File: config.mk
export PLATFORM = sky130hd
export DESIGN_NAME = ddrc_apb_init
export DESIGN_NICKNAME = d
export VERILOG_FILES = /design/src/hw/ddrc_init_pkg.sv /design/src/hw/init_table_seq.sv /design/src/hw/cfg_write_fifo.sv /design/src/hw/apb_cfg_master.sv /design/src/hw/ddrc_apb_init.sv
export VERILOG_INCLUDE_DIRS = /design/src /design/src/include
export SDC_FILE = /design/constraint.sdc
export NUM_CORES = 1
export LEC_CHECK = 0
export ABC_AREA = 1
export BUFFER_PORTS_ARGS = -buffer_cell sky130_fd_sc_hd__buf_2
export CAP_MARGIN = 20
export CELL_PAD_IN_SITES_DETAIL_PLACEMENT = 1
export CELL_PAD_IN_SITES_GLOBAL_PLACEMENT = 1
export CORE_UTILIZATION = 49
export CTS_CLUSTER_DIAMETER = 40
export CTS_CLUSTER_SIZE = 20
export DETAILED_ROUTE_END_ITERATION = 10
export PLACE_DENSITY_LB_ADDON = 0.1
export SYNTH_ARGS = -nofsm -noshare
export SYNTH_HDL_FRONTEND = slang
export SYNTH_HIERARCHICAL = 1
export SYNTH_SLANG_ARGS = --single-unit
File: constraint.sdc
create_clock -name pclk -period 5 [get_ports pclk]
set_clock_uncertainty 0.15 [all_clocks]
set_input_delay 1 -clock pclk [delete_from_list [all_inputs] [get_ports pclk]]
set_output_delay 1 -clock pclk [all_outputs]
set_load 0.01 [all_outputs]
File: src/include/ddrc_init_macros.svh
// DDR3 init constants
`ifndef DDRC_INIT_MACROS_SVH
`define DDRC_INIT_MACROS_SVH

//////////////////////////////////////////////////////////////////////
// widths, depth and status codes
//////////////////////////////////////////////////////////////////////
`define DDRC_REG_ADDR_W   12
`define DDRC_REG_DATA_W   32
`define DDRC_INIT_ENTRIES 24
`define CFG_FIFO_DEPTH    4
`define DDRC_STAT_ADDR    12'h004
`define DDRC_DONE_CODE    2'b01 // normal operating mode in stat[1:0].

//////////////////////////////////////////////////////////////////////
// refresh, mode register and timing values
//////////////////////////////////////////////////////////////////////
`define DDRC_TREFI    12'h062
`define DDRC_TRFC_MIN 10'h08c
`define DDRC_MR       16'h1108
`define DDRC_EMR      16'h0001
`define DDRC_EMR2     16'h0000
`define DDRC_EMR3     16'h0000
// wr2pre, t_faw, t_ras_max, t_ras_min.
`define DDRC_DRAMTMG0 {1'b0, 7'h0f, 2'h0, 6'h10, 1'b0, 7'h1b, 2'h0, 6'h0f}
// t_xp, rd2pre, t_rc.
`define DDRC_DRAMTMG1 {11'h0, 5'h08, 2'h0, 6'h04, 1'b0, 7'h14}
// wl, rl, rd2wr, wr2rd.
`define DDRC_DRAMTMG2 {2'h0, 6'h03, 2'h0, 6'h05, 2'h0, 6'h06, 2'h0, 6'h0d}
// t_mrd, t_mod.
`define DDRC_DRAMTMG3 {14'h0, 6'h00, 2'h0, 10'h000}
// t_rcd, t_ccd, t_rrd, t_rp.
`define DDRC_DRAMTMG4 {3'h0, 5'h05, 4'h0, 4'h4, 4'h0, 4'h4, 3'h0, 5'h05}
// t_cksrx, t_cksre, t_ckesr, t_cke.
`define DDRC_DRAMTMG5 {4'h0, 4'h5, 4'h0, 4'h5, 2'h0, 6'h04, 3'h0, 5'h03}
// rddata enable latency and phy write latency.
`define DDRC_DFITMG0  {9'b010000000, 7'h02, 1'b1, 9'h0, 6'h02}

//////////////////////////////////////////////////////////////////////
// register table
//////////////////////////////////////////////////////////////////////
`define DDRC_TBL_ADDR_0  12'h000
`define DDRC_TBL_DATA_0  32'h0004_0201
`define DDRC_TBL_ADDR_1  12'h010
`define DDRC_TBL_DATA_1  32'h0000_0010
`define DDRC_TBL_ADDR_2  12'h014
`define DDRC_TBL_DATA_2  32'h0000_3aed
`define DDRC_TBL_ADDR_3  12'h030
`define DDRC_TBL_DATA_3  32'h0000_0004
`define DDRC_TBL_ADDR_4  12'h034
`define DDRC_TBL_DATA_4  32'h0005_0000
`define DDRC_TBL_ADDR_5  12'h038
`define DDRC_TBL_DATA_5  32'h0000_0002
`define DDRC_TBL_ADDR_6  12'h050
`define DDRC_TBL_DATA_6  32'h00f0_e030
`define DDRC_TBL_ADDR_7  12'h060
`define DDRC_TBL_DATA_7  32'h0000_0000
`define DDRC_TBL_ADDR_8  12'h064
`define DDRC_TBL_DATA_8  {4'h0, `DDRC_TREFI, 6'h0, `DDRC_TRFC_MIN}
`define DDRC_TBL_ADDR_9  12'h0d0
`define DDRC_TBL_DATA_9  32'h4007_0002
`define DDRC_TBL_ADDR_10 12'h0d4
`define DDRC_TBL_DATA_10 32'h0004_0006
`define DDRC_TBL_ADDR_11 12'h0dc
`define DDRC_TBL_DATA_11 {`DDRC_MR, `DDRC_EMR}
`define DDRC_TBL_ADDR_12 12'h0e0
`define DDRC_TBL_DATA_12 {`DDRC_EMR2, `DDRC_EMR3}
`define DDRC_TBL_ADDR_13 12'h0e4
`define DDRC_TBL_DATA_13 32'h0009_0000
`define DDRC_TBL_ADDR_14 12'h100
`define DDRC_TBL_DATA_14 `DDRC_DRAMTMG0
`define DDRC_TBL_ADDR_15 12'h104
`define DDRC_TBL_DATA_15 `DDRC_DRAMTMG1
`define DDRC_TBL_ADDR_16 12'h108
`define DDRC_TBL_DATA_16 `DDRC_DRAMTMG2
`define DDRC_TBL_ADDR_17 12'h10c
`define DDRC_TBL_DATA_17 `DDRC_DRAMTMG3
`define DDRC_TBL_ADDR_18 12'h110
`define DDRC_TBL_DATA_18 `DDRC_DRAMTMG4
`define DDRC_TBL_ADDR_19 12'h114
`define DDRC_TBL_DATA_19 `DDRC_DRAMTMG5
`define DDRC_TBL_ADDR_20 12'h190
`define DDRC_TBL_DATA_20 `DDRC_DFITMG0
`define DDRC_TBL_ADDR_21 12'h1b0
`define DDRC_TBL_DATA_21 32'h0000_0001
`define DDRC_TBL_ADDR_22 12'h300
`define DDRC_TBL_DATA_22 32'h0000_0001
`define DDRC_TBL_ADDR_23 12'h320
`define DDRC_TBL_DATA_23 32'h0000_0001

`endif

File: src/hw/ddrc_init_pkg.sv
// DDR init shared types
`include "ddrc_init_macros.svh"

package ddrc_init_pkg;

   typedef logic [`DDRC_REG_ADDR_W-1:0] reg_addr_t;
   typedef logic [`DDRC_REG_DATA_W-1:0] reg_data_t;

   // wide enough to count every table entry.
   typedef logic [$clog2(`DDRC_INIT_ENTRIES)-1:0] tbl_idx_t;

   typedef enum logic [1:0]
   {
      seq_idle,
      seq_run,
      seq_done
   } seq_state_t;

   typedef enum logic [1:0]
   {
      apb_idle,
      apb_setup,
      apb_access,
      apb_done
   } apb_state_t;

endpackage

File: src/hw/init_table_seq.sv
// DDR3 register table sequencer
`include "ddrc_init_macros.svh"

module init_table_seq
(
   input  logic                     pclk,
   input  logic                     presetn,
   input  logic                     init_start,
   input  logic                     full,
   output logic                     push,
   output ddrc_init_pkg::reg_addr_t push_addr,
   output ddrc_init_pkg::reg_data_t push_data,
   output logic                     table_done
);

   ddrc_init_pkg::seq_state_t state;
   ddrc_init_pkg::tbl_idx_t   idx;
   logic                      last_entry;

   assign last_entry = (idx == ddrc_init_pkg::tbl_idx_t'(`DDRC_INIT_ENTRIES - 1));
   assign push       = (state == ddrc_init_pkg::seq_run) && !full;
   assign table_done = (state == ddrc_init_pkg::seq_done);

   //////////////////////////////////////////////////////////////////////
   // table walk
   //////////////////////////////////////////////////////////////////////
   always_ff @(posedge pclk or negedge presetn)
   begin
      if (!presetn)
      begin
         state <= ddrc_init_pkg::seq_idle;
         idx   <= '0;
      end
      else
      begin
         case (state)
            ddrc_init_pkg::seq_idle:
            begin
               if (init_start) // start is only looked at here.
               begin
                  state <= ddrc_init_pkg::seq_run;
                  idx   <= '0;
               end
            end
            ddrc_init_pkg::seq_run:
            begin
               if (push)
               begin
                  idx <= idx + 1'b1;
                  if (last_entry)
                  begin
                     state <= ddrc_init_pkg::seq_done;
                  end
               end
            end
            default:
            begin
               state <= ddrc_init_pkg::seq_done; // held until reset.
            end
         endcase
      end
   end

   //////////////////////////////////////////////////////////////////////
   // table lookup
   //////////////////////////////////////////////////////////////////////
   always_comb
   begin
      case (idx)
         5'd0:    {push_addr, push_data} = {`DDRC_TBL_ADDR_0, `DDRC_TBL_DATA_0};
         5'd1:    {push_addr, push_data} = {`DDRC_TBL_ADDR_1, `DDRC_TBL_DATA_1};
         5'd2:    {push_addr, push_data} = {`DDRC_TBL_ADDR_2, `DDRC_TBL_DATA_2};
         5'd3:    {push_addr, push_data} = {`DDRC_TBL_ADDR_3, `DDRC_TBL_DATA_3};
         5'd4:    {push_addr, push_data} = {`DDRC_TBL_ADDR_4, `DDRC_TBL_DATA_4};
         5'd5:    {push_addr, push_data} = {`DDRC_TBL_ADDR_5, `DDRC_TBL_DATA_5};
         5'd6:    {push_addr, push_data} = {`DDRC_TBL_ADDR_6, `DDRC_TBL_DATA_6};
         5'd7:    {push_addr, push_data} = {`DDRC_TBL_ADDR_7, `DDRC_TBL_DATA_7};
         5'd8:    {push_addr, push_data} = {`DDRC_TBL_ADDR_8, `DDRC_TBL_DATA_8};
         5'd9:    {push_addr, push_data} = {`DDRC_TBL_ADDR_9, `DDRC_TBL_DATA_9};
         5'd10:   {push_addr, push_data} = {`DDRC_TBL_ADDR_10, `DDRC_TBL_DATA_10};
         5'd11:   {push_addr, push_data} = {`DDRC_TBL_ADDR_11, `DDRC_TBL_DATA_11};
         5'd12:   {push_addr, push_data} = {`DDRC_TBL_ADDR_12, `DDRC_TBL_DATA_12};
         5'd13:   {push_addr, push_data} = {`DDRC_TBL_ADDR_13, `DDRC_TBL_DATA_13};
         5'd14:   {push_addr, push_data} = {`DDRC_TBL_ADDR_14, `DDRC_TBL_DATA_14};
         5'd15:   {push_addr, push_data} = {`DDRC_TBL_ADDR_15, `DDRC_TBL_DATA_15};
         5'd16:   {push_addr, push_data} = {`DDRC_TBL_ADDR_16, `DDRC_TBL_DATA_16};
         5'd17:   {push_addr, push_data} = {`DDRC_TBL_ADDR_17, `DDRC_TBL_DATA_17};
         5'd18:   {push_addr, push_data} = {`DDRC_TBL_ADDR_18, `DDRC_TBL_DATA_18};
         5'd19:   {push_addr, push_data} = {`DDRC_TBL_ADDR_19, `DDRC_TBL_DATA_19};
         5'd20:   {push_addr, push_data} = {`DDRC_TBL_ADDR_20, `DDRC_TBL_DATA_20};
         5'd21:   {push_addr, push_data} = {`DDRC_TBL_ADDR_21, `DDRC_TBL_DATA_21};
         5'd22:   {push_addr, push_data} = {`DDRC_TBL_ADDR_22, `DDRC_TBL_DATA_22};
         5'd23:   {push_addr, push_data} = {`DDRC_TBL_ADDR_23, `DDRC_TBL_DATA_23};
         default: {push_addr, push_data} = '0;
      endcase
   end

endmodule

File: src/hw/cfg_write_fifo.sv
// Pending register write FIFO
`include "ddrc_init_macros.svh"

module cfg_write_fifo #(
   parameter int DEPTH = `CFG_FIFO_DEPTH
)
(
   input  logic                     pclk,
   input  logic                     presetn,
   input  logic                     push,
   input  ddrc_init_pkg::reg_addr_t push_addr,
   input  ddrc_init_pkg::reg_data_t push_data,
   input  logic                     pop,
   output logic                     full,
   output logic                     empty,
   output ddrc_init_pkg::reg_addr_t pop_addr,
   output ddrc_init_pkg::reg_data_t pop_data
);

   localparam int PTR_W = $clog2(DEPTH);

   ddrc_init_pkg::reg_addr_t addr_mem [DEPTH];
   ddrc_init_pkg::reg_data_t data_mem [DEPTH];
   logic [PTR_W-1:0]         wr_ptr;
   logic [PTR_W-1:0]         rd_ptr;
   logic [PTR_W:0]           count;
   logic                     wr_en;
   logic                     rd_en;

   assign wr_en    = push && !full;
   assign rd_en    = pop && !empty;
   assign full     = (count == (PTR_W+1)'(DEPTH));
   assign empty    = (count == '0);
   assign pop_addr = addr_mem[rd_ptr]; // head entry, valid while not empty.
   assign pop_data = data_mem[rd_ptr];

   always_ff @(posedge pclk)
   begin
      if (wr_en)
      begin
         addr_mem[wr_ptr] <= push_addr;
         data_mem[wr_ptr] <= push_data;
      end
   end

   // pointers wrap on their own since the depth is a power of two.
   always_ff @(posedge pclk or negedge presetn)
   begin
      if (!presetn)
      begin
         wr_ptr <= '0;
         rd_ptr <= '0;
         count  <= '0;
      end
      else
      begin
         if (wr_en)
         begin
            wr_ptr <= wr_ptr + 1'b1;
         end
         if (rd_en)
         begin
            rd_ptr <= rd_ptr + 1'b1;
         end
         case ({wr_en, rd_en})
            2'b10:   count <= count + 1'b1;
            2'b01:   count <= count - 1'b1;
            default: count <= count;
         endcase
      end
   end

endmodule

File: src/hw/apb_cfg_master.sv
// APB configuration master
`include "ddrc_init_macros.svh"

module apb_cfg_master
(
   input  logic                     pclk,
   input  logic                     presetn,
   input  logic                     empty,
   input  ddrc_init_pkg::reg_addr_t pop_addr,
   input  ddrc_init_pkg::reg_data_t pop_data,
   input  logic                     table_done,
   output logic                     pop,
   output logic                     psel,
   output logic                     penable,
   output logic                     pwrite,
   output ddrc_init_pkg::reg_addr_t paddr,
   output ddrc_init_pkg::reg_data_t pwdata,
   input  ddrc_init_pkg::reg_data_t prdata,
   input  logic                     pready,
   output logic                     init_done
);

   ddrc_init_pkg::apb_state_t state;
   logic                      done_seen;

   assign psel      = (state == ddrc_init_pkg::apb_setup) ||
                      (state == ddrc_init_pkg::apb_access);
   assign penable   = (state == ddrc_init_pkg::apb_access);
   assign pop       = (state == ddrc_init_pkg::apb_setup) && pwrite;
   assign init_done = (state == ddrc_init_pkg::apb_done);

   // a status read that returns the done code ends the sequence.
   assign done_seen = !pwrite && (prdata[1:0] == `DDRC_DONE_CODE);

   //////////////////////////////////////////////////////////////////////
   // transfer FSM
   //////////////////////////////////////////////////////////////////////
   always_ff @(posedge pclk or negedge presetn)
   begin
      if (!presetn)
      begin
         state  <= ddrc_init_pkg::apb_idle;
         pwrite <= 1'b0;
         paddr  <= '0;
         pwdata <= '0;
      end
      else
      begin
         case (state)
            ddrc_init_pkg::apb_idle:
            begin
               if (!empty)
               begin
                  state  <= ddrc_init_pkg::apb_setup;
                  pwrite <= 1'b1;
                  paddr  <= pop_addr; // head entry, popped during setup.
                  pwdata <= pop_data;
               end
               else if (table_done)
               begin
                  state  <= ddrc_init_pkg::apb_setup;
                  pwrite <= 1'b0;
                  paddr  <= `DDRC_STAT_ADDR;
                  pwdata <= '0;
               end
            end
            ddrc_init_pkg::apb_setup:
            begin
               state <= ddrc_init_pkg::apb_access;
            end
            ddrc_init_pkg::apb_access:
            begin
               if (pready)
               begin
                  pwrite <= 1'b0;
                  paddr  <= '0;
                  pwdata <= '0;
                  if (done_seen)
                  begin
                     state <= ddrc_init_pkg::apb_done;
                  end
                  else
                  begin
                     state <= ddrc_init_pkg::apb_idle;
                  end
               end
            end
            default:
            begin
               state <= ddrc_init_pkg::apb_done; // parked until reset.
            end
         endcase
      end
   end

endmodule

File: src/hw/ddrc_apb_init.sv
// DDR controller APB init engine

module ddrc_apb_init
(
   input  logic                     pclk,
   input  logic                     presetn,
   output logic                     psel,
   output logic                     penable,
   output logic                     pwrite,
   output ddrc_init_pkg::reg_addr_t paddr,
   output ddrc_init_pkg::reg_data_t pwdata,
   input  ddrc_init_pkg::reg_data_t prdata,
   input  logic                     pready,
   input  logic                     init_start,
   output logic                     init_done
);

   logic                     push;
   logic                     full;
   logic                     pop;
   logic                     empty;
   logic                     table_done;
   ddrc_init_pkg::reg_addr_t push_addr;
   ddrc_init_pkg::reg_data_t push_data;
   ddrc_init_pkg::reg_addr_t pop_addr;
   ddrc_init_pkg::reg_data_t pop_data;

   init_table_seq i_seq
   (
      .pclk       (pclk),
      .presetn    (presetn),
      .init_start (init_start),
      .full       (full),
      .push       (push),
      .push_addr  (push_addr),
      .push_data  (push_data),
      .table_done (table_done)
   );

   // lets the table run ahead of slow pready responses.
   cfg_write_fifo i_fifo
   (
      .pclk      (pclk),
      .presetn   (presetn),
      .push      (push),
      .push_addr (push_addr),
      .push_data (push_data),
      .pop       (pop),
      .full      (full),
      .empty     (empty),
      .pop_addr  (pop_addr),
      .pop_data  (pop_data)
   );

   apb_cfg_master i_master
   (
      .pclk       (pclk),
      .presetn    (presetn),
      .empty      (empty),
      .pop_addr   (pop_addr),
      .pop_data   (pop_data),
      .table_done (table_done),
      .pop        (pop),
      .psel       (psel),
      .penable    (penable),
      .pwrite     (pwrite),
      .paddr      (paddr),
      .pwdata     (pwdata),
      .prdata     (prdata),
      .pready     (pready),
      .init_done  (init_done)
   );

endmodule

==> flow_metrics.tcl, run 1 <==
set metrics [dict create \
    status "finished, final reports clean" \
    num_antenna_cells 0 \
    yosys.area_share.simple_pct 16.35 \
    synth_area_um2 10630 \
    fin_cells 1342 \
    fin_total_pwr_mw 8.866 \
    nNetsFinal 1102 \
    ant_nets 0 \
    grt_pass1_wl_um 36540 \
    routed_wirelength_um 23020 \
    htree_num_levels 2 \
    hold_violations 0 \
    grt_pass1_vias 6945 \
    clk_latency_ns 0.50 \
    yosys.cell_types.count 34 \
    placedCellCount 1281 \
    crit_arrival_ns 3.07 \
    cts_sinks 237 \
    portBuffers 53 \
    synth_fa_ha_area_share_pct 2.778 \
    vias 6890 \
    maxCapViolCount 0 \
    die_w_um 149.3 \
    post_cts_buffers 0 \
    rsz0062_at_grt "no" \
    dr.pass1.iters 5 \
    synth_top_cell_area_share_pct 49.72 \
    slew_headroom_pct 30.21 \
    cts_resized 0 \
    design.die.area_um2 22290 \
    worstSetupPathType "flop to flop" \
    final.fill_count 2286 \
    tightest_slew_ns 1.039 \
    layout_commonest_cell "nand2_1" \
    cts-root-buf "clkbuf_16" \
    cts.path.max_buffers 3 \
    synth_top_family_by_area "simple AND/OR/NAND/NOR gates" \
    place_congestion 0.8359 \
    drive_above_1_share_pct 14.43 \
    final_cell_mix "nand2_1, edfxtp_1, inv_1, o211ai_1, dfrtp_1" \
    period_share_pct 61.44 \
    synth_mux_area_share_pct 0 \
    crit_path_max_fanout 23 \
    drtIter0Drc 330 \
    clk_pin_slew_ns 0.05 \
    via_per_inst 5.134 \
    ctsHoldBuffers 0 \
    ys_top_cells_by_area "edfxtp_1, dfrtp_1, nand2_1" \
    area_growth_pct 13.41 \
    finalSetupTns_ns 0 \
    grt_max_degree 71 \
    fmax_mhz 325.5 \
    die_h_um 149.3 \
    syn_avg_cell_area_um2 10.74 \
    place_area_um2 10920 \
    track_usage_pct 21.78 \
    start_util_pct 50.25 \
    synth-seq-cells 237 \
    yosysWarnings 6 \
    yosysSeqAreaShare_pct 64.08 \
    finalMaxSlewViolations 0 \
    cp.required_ns 4.99 \
    post_drt_wl_per_cell_um 17.16 \
    std_cell_rows 53 \
    power_density_nw_per_um2 735.5 \
    final_area_um2 12060 \
    min_period_ns 3.072 \
    hpwl_um 14380 \
    synth_top_area_cell "edfxtp_1" \
    cts_made_buffers 35 \
    p_leak_nw 5.505 \
    drc 0 \
    vdd_drop_max_v 0.0003922 \
    fin_hold_ws_ns 0.3117 \
    startpoint_type "flop" \
    finalSetupViolCount 0 \
    crit_path_end_kind "flop" \
    synth-compound-area-share_pct 7.392 \
    holdCritPathClass "flop to flop" \
    cts_tree "yes" \
    synth_xor_area_share_pct 0.1648 \
    antenna_found_initial 0 \
    syn_inst 990 \
    ioPinCount 84 \
    grt_overflow 0 \
    fp.coreArea_um2 21150 \
]
[flip-flops by register name, indices dropped and copies added, names as in the netlist]
signal           cells
i_fifo/data_mem    128
i_master/state       2
i_fifo/rd_ptr        2
i_fifo/wr_ptr        2
i_seq/idx            5
i_fifo/addr_mem     48
i_fifo/count         3
i_master/pwdata     32
i_seq/state          2
i_master/pwrite      1
i_master/paddr      12
[critical path: stages, from the launching register on]
cell	delay, ns
dfrtp_1	0.35
inv_1	0.09
nand3_1	0.16
inv_1	0.06
inv_1	0.08
nand3_1	0.14
inv_1	0.16
nand2_1	0.32
nor2_4	0.72
buf_4	0.48
[synth_stat cells, drive strengths merged]
library cell / n
nand2: 359
edfxtp: 176
inv: 142
o211ai: 90
dfrtp: 61
buf: 48
nor2: 30
nand3: 23
ha: 22
o21ai: 14
nand4: 6
clkbuf: 4
a21oi: 3
nor3: 3
o22ai: 2
or2: 2
conb: 1
fa: 1
o221ai: 1
xnor2: 1
xor2: 1
[where the power goes]
| group | internal (mW) | switching [mW] | total (mW) | leakage, nW |
|---|---|---|---|---|
| logic | 0.878 | 2.24 | 3.12 | 2.53 |
| registers | 3.15 | 0.288 | 3.43 | 2.43 |
| clock network | 1.46 | 0.854 | 2.31 | 0.546 |
| total | 5.48 | 3.38 | 8.87 | 5.50 |
[cell families after synthesis]
family / after synthesis
compound gates: 110
xor+xnor: 2
fa+ha+maj: 23
buf+inv: 194
flops: 237
other cells: 1
simple gates: 423
[path summary, 6_finish.rpt]
| path | startpoint | to | slack [ns] | depth (start not counted) |
|---|---|---|---|---|
| hold / removal | i_master/pwdata[6] | i_master/pwdata[6] | 0.31 | 2 |
| hold reg to reg | i_master/pwdata[6] | i_master/pwdata[6] | 0.31 | 2 |
| setup reg to reg | i_fifo/count[0] | i_fifo/data_mem[1][11] | 1.93 | 9 |
| min in group asynchronous | presetn | i_master/pwdata[29] | 0.43 | 1 |
| setup / recovery | i_fifo/count[0] | i_fifo/data_mem[1][11] | 1.93 | 9 |
| max in group asynchronous | presetn | i_master/pwdata[5] | 3.35 | 2 |
[per-stage QoR]
step                util [%]  worst slack [ns]
floorplan                  -             1.517
global placement       51.64             1.966
detailed placement     51.64             1.863
CTS                    56.99             1.842
global route           56.99             1.723
finish                 56.99             1.928
[metal layers]
layer / track usage (%) / up-vias / wire length, µm
met5: 0 / - / 0
met4: 7.041 / 0 / 436
met3: 3.272 / 38 / 908
met2: 38.58 / 131 / 11630
met1: 27.25 / 3366 / 10050
li1: - / 3355 / -
[area by class of cell]
cell class                 instances  area, µm²  share of cell area (%)
sequential                       237       6812                   56.50
multi-input combinational        564       2889                   23.96
clock buffer                      39      933.4                   7.743
inverter                         142      538.0                   4.463
tap                              275      344.1                   2.854
timing repair buffer              63      340.3                   2.823
clock inverter                    22      198.9                   1.650
Note: power is estimated with default switching activity, not from simulation.
==> run 2, diff against run 1 <==
ABC_AREA = 0   (was 1)
CORE_UTILIZATION = 52   (was 49)
clock period = 3.09 ns   (was 5 ns; I/O delays follow)
==> flow_metrics.tcl, run 2 <==
set metrics [dict create \
    r2r_slack_ns 0.50 \
    synth_top_cell_area_share_pct 53.37 \
    die_h_um 140 \
    place_ws_ns 0.4887 \
    fin_hold_ws_ns 0.05343 \
    post_drt_wl_per_cell_um 22.49 \
    drc 0 \
    fmax_mhz 386.7 \
    r2r_start "i_fifo/count[0]" \
    synth-seq-cells 237 \
    power_density_nw_per_um2 950.5 \
    ys_top_cells_by_area "edfxtp_1, dfrtp_1, mux4_2" \
    holdCritPathClass "input pin to asynchronous set/reset pin" \
    place_congestion 0.7937 \
    hpwl_um 11820 \
    syn_inst 545 \
    yosys.cell_types.count 62 \
    grt_max_degree 45 \
    post_cts_buffers 0 \
    synth_top_area_cell "edfxtp_1" \
    cts_made_buffers 36 \
    crit_path_max_fanout 7 \
    yosysWarnings 6 \
    worstSetupPathType "flop to flop" \
    num_antenna_cells 0 \
    synth_common_cells "edfxtp_1, dfrtp_1, mux4_2" \
    r2r_end "i_fifo/count[2]" \
    fp.coreArea_um2 18710 \
    clk_latency_ns 0.49 \
    cts_resized 0 \
    nNetsFinal 677 \
    synth_most_common_cell "edfxtp_1" \
    grt_overflow 0 \
    final.fill_count 1648 \
    yosys.area_share.simple_pct 4.624 \
    placedCellCount 814 \
    track_usage_pct 21.69 \
    rr_worst_depth 10 \
    finalSetupViolCount 0 \
    drtIter0Drc 256 \
    largest-register "i_fifo/data_mem" \
    cp.required_ns 3.35 \
    ioPinCount 84 \
    dr.pass1.iters 4 \
    finalSetupTns_ns 0 \
    fin_cells 878 \
    synth-async-reset-ratio_pct 25.74 \
    rsz0062_at_grt "no" \
    synth_edf_count 176 \
    finalMaxSlewViolations 0 \
    cts_sinks 237 \
    crit_arrival_ns 2.84 \
    top_regs "i_fifo/data_mem (128), i_fifo/addr_mem (48), i_master/pwdata (32)" \
    synth_xor_area_share_pct 0.6191 \
    ff_latch_area_um2 6814 \
    tightest_slew_ns 1.018 \
    start_util_pct 52.94 \
    min_period_ns 2.586 \
    layout_commonest_cell "edfxtp_1" \
    grt_pass1_vias 5680 \
    synth_fa_ha_area_share_pct 2.982 \
    largest_reg_flops 128 \
    via_per_inst 5.795 \
    clk_pin_slew_ns 0.05 \
    yosysSeqAreaShare_pct 68.78 \
    grt_pass1_wl_um 32130 \
    synth_ff_type "edfxtp_1" \
    antenna_found_initial 0 \
    drive_above_1_share_pct 34.01 \
    synth-compound-area-share_pct 7.303 \
    status "finished, final reports clean" \
    p_leak_nw 4.496 \
    period_share_pct 83.68 \
    routed_wirelength_um 19750 \
    slew_headroom_pct 31.83 \
    synth_mux_area_share_pct 11.41 \
    synth_area_um2 9903 \
    ant_nets 0 \
    syn_avg_cell_area_um2 18.17 \
    hold_violations 0 \
    startpoint_type "flop" \
    design.die.area_um2 19600 \
    area_growth_pct 16.32 \
    die_w_um 140 \
    ctsHoldBuffers 0 \
    cts.path.max_buffers 3 \
    portBuffers 53 \
    synth_top_family_by_area "multiplexers" \
    maxCapViolCount 0 \
    crit_path_end_kind "flop" \
    fin_total_pwr_mw 10.95 \
    cts-root-buf "clkbuf_16" \
    vias 5088 \
    cp-startpoint "i_fifo/count[0]" \
    htree_num_levels 2 \
    cts_tree "yes" \
    setup_slack_ns 0.5042 \
    vdd_drop_max_v 0.0007246 \
    std_cell_rows 50 \
    final_cell_mix "edfxtp_1, dfrtp_1, buf_2, mux4_2, clkbuf_16" \
    multi_input_area_um2 2695 \
]
run 2: cell types whose count changed after synthesis, moves of 8 or more:
cell | before | now
mux4_2 | 0 | 39
nand2_1 | 343 | 18
o211ai_1 | 90 | 1
inv_1 | 135 | 18
nor2_1 | 28 | 15
a22o_2 | 0 | 30
nor2b_1 | 0 | 10
and2_1 | 0 | 8
nand3_1 | 21 | 5
buf_6 | 24 | 10
nand2_2 | 14 | 0
a22o_1 | 0 | 14
run 2: cell type report:
| type | count | area share [%] |
|---|---|---|
| Clock inverter | 23 | 2.064 |
| Tap cell | 234 | 2.542 |
| Sequential cell | 237 | 59.15 |
| Multi-Input combinational cell | 254 | 23.40 |
| Timing Repair Buffer | 71 | 3.910 |
| Inverter | 18 | 0.5865 |
| Clock buffer | 41 | 8.352 |
run 2: routing by layer:
metal,up-vias,part of all wire (%),GRT usage [%]
li1,2272,-,-
met1,2677,43,28.75
met2,108,51,36.58
met3,31,3.6,4.068
met4,0,1.7,6.709
met5,-,0,0
run 2: cells by family after synthesis:
group	Yosys count
DFF	237
AOI/OAI and AO/OA	86
and+or+nand+nor	78
buffers and inverters	59
muxes	54
adders and majority gates	23
xor gates and xnor gates	7
other	1
run 2: worst max path at each step:
stage / endpoint / slack (ns)
after floorplan: i_fifo/addr_mem[0][0] / 0.34
after global placement: i_fifo/count[2] / 0.58
after detailed placement: i_fifo/count[2] / 0.49
after CTS: i_fifo/count[2] / 0.46
after global routing: i_fifo/count[2] / 0.28
final: i_fifo/count[2] / 0.50
run 2: power breakdown:
group	switching, mW	total (mW)	internal (mW)
registers	0.282	4.86	4.58
logic	1.40	2.13	0.728
clock network	1.43	3.96	2.52
total	3.12	10.9	7.83
run 2: critical path: stages (launching register included):
cell and delay [ns]:
dfrtp_1 0.41, nor3b_2 0.38, nor3b_4 0.11, nor2b_2 0.22, inv_1 0.09, ha_1 0.19, inv_1 0.07, fa_1 0.43
xor2_1 0.15, nor2_1 0.11, xor2_1 0.17
run 2: metrics by stage:
step / instance area, µm² / utilization, %
floorplan: 9922 / -
global placement: 10320 / 55.17
detailed placement: 10320 / 55.17
CTS: 11520 / 61.59
global route: 11520 / 61.59
finish: 11520 / 61.59
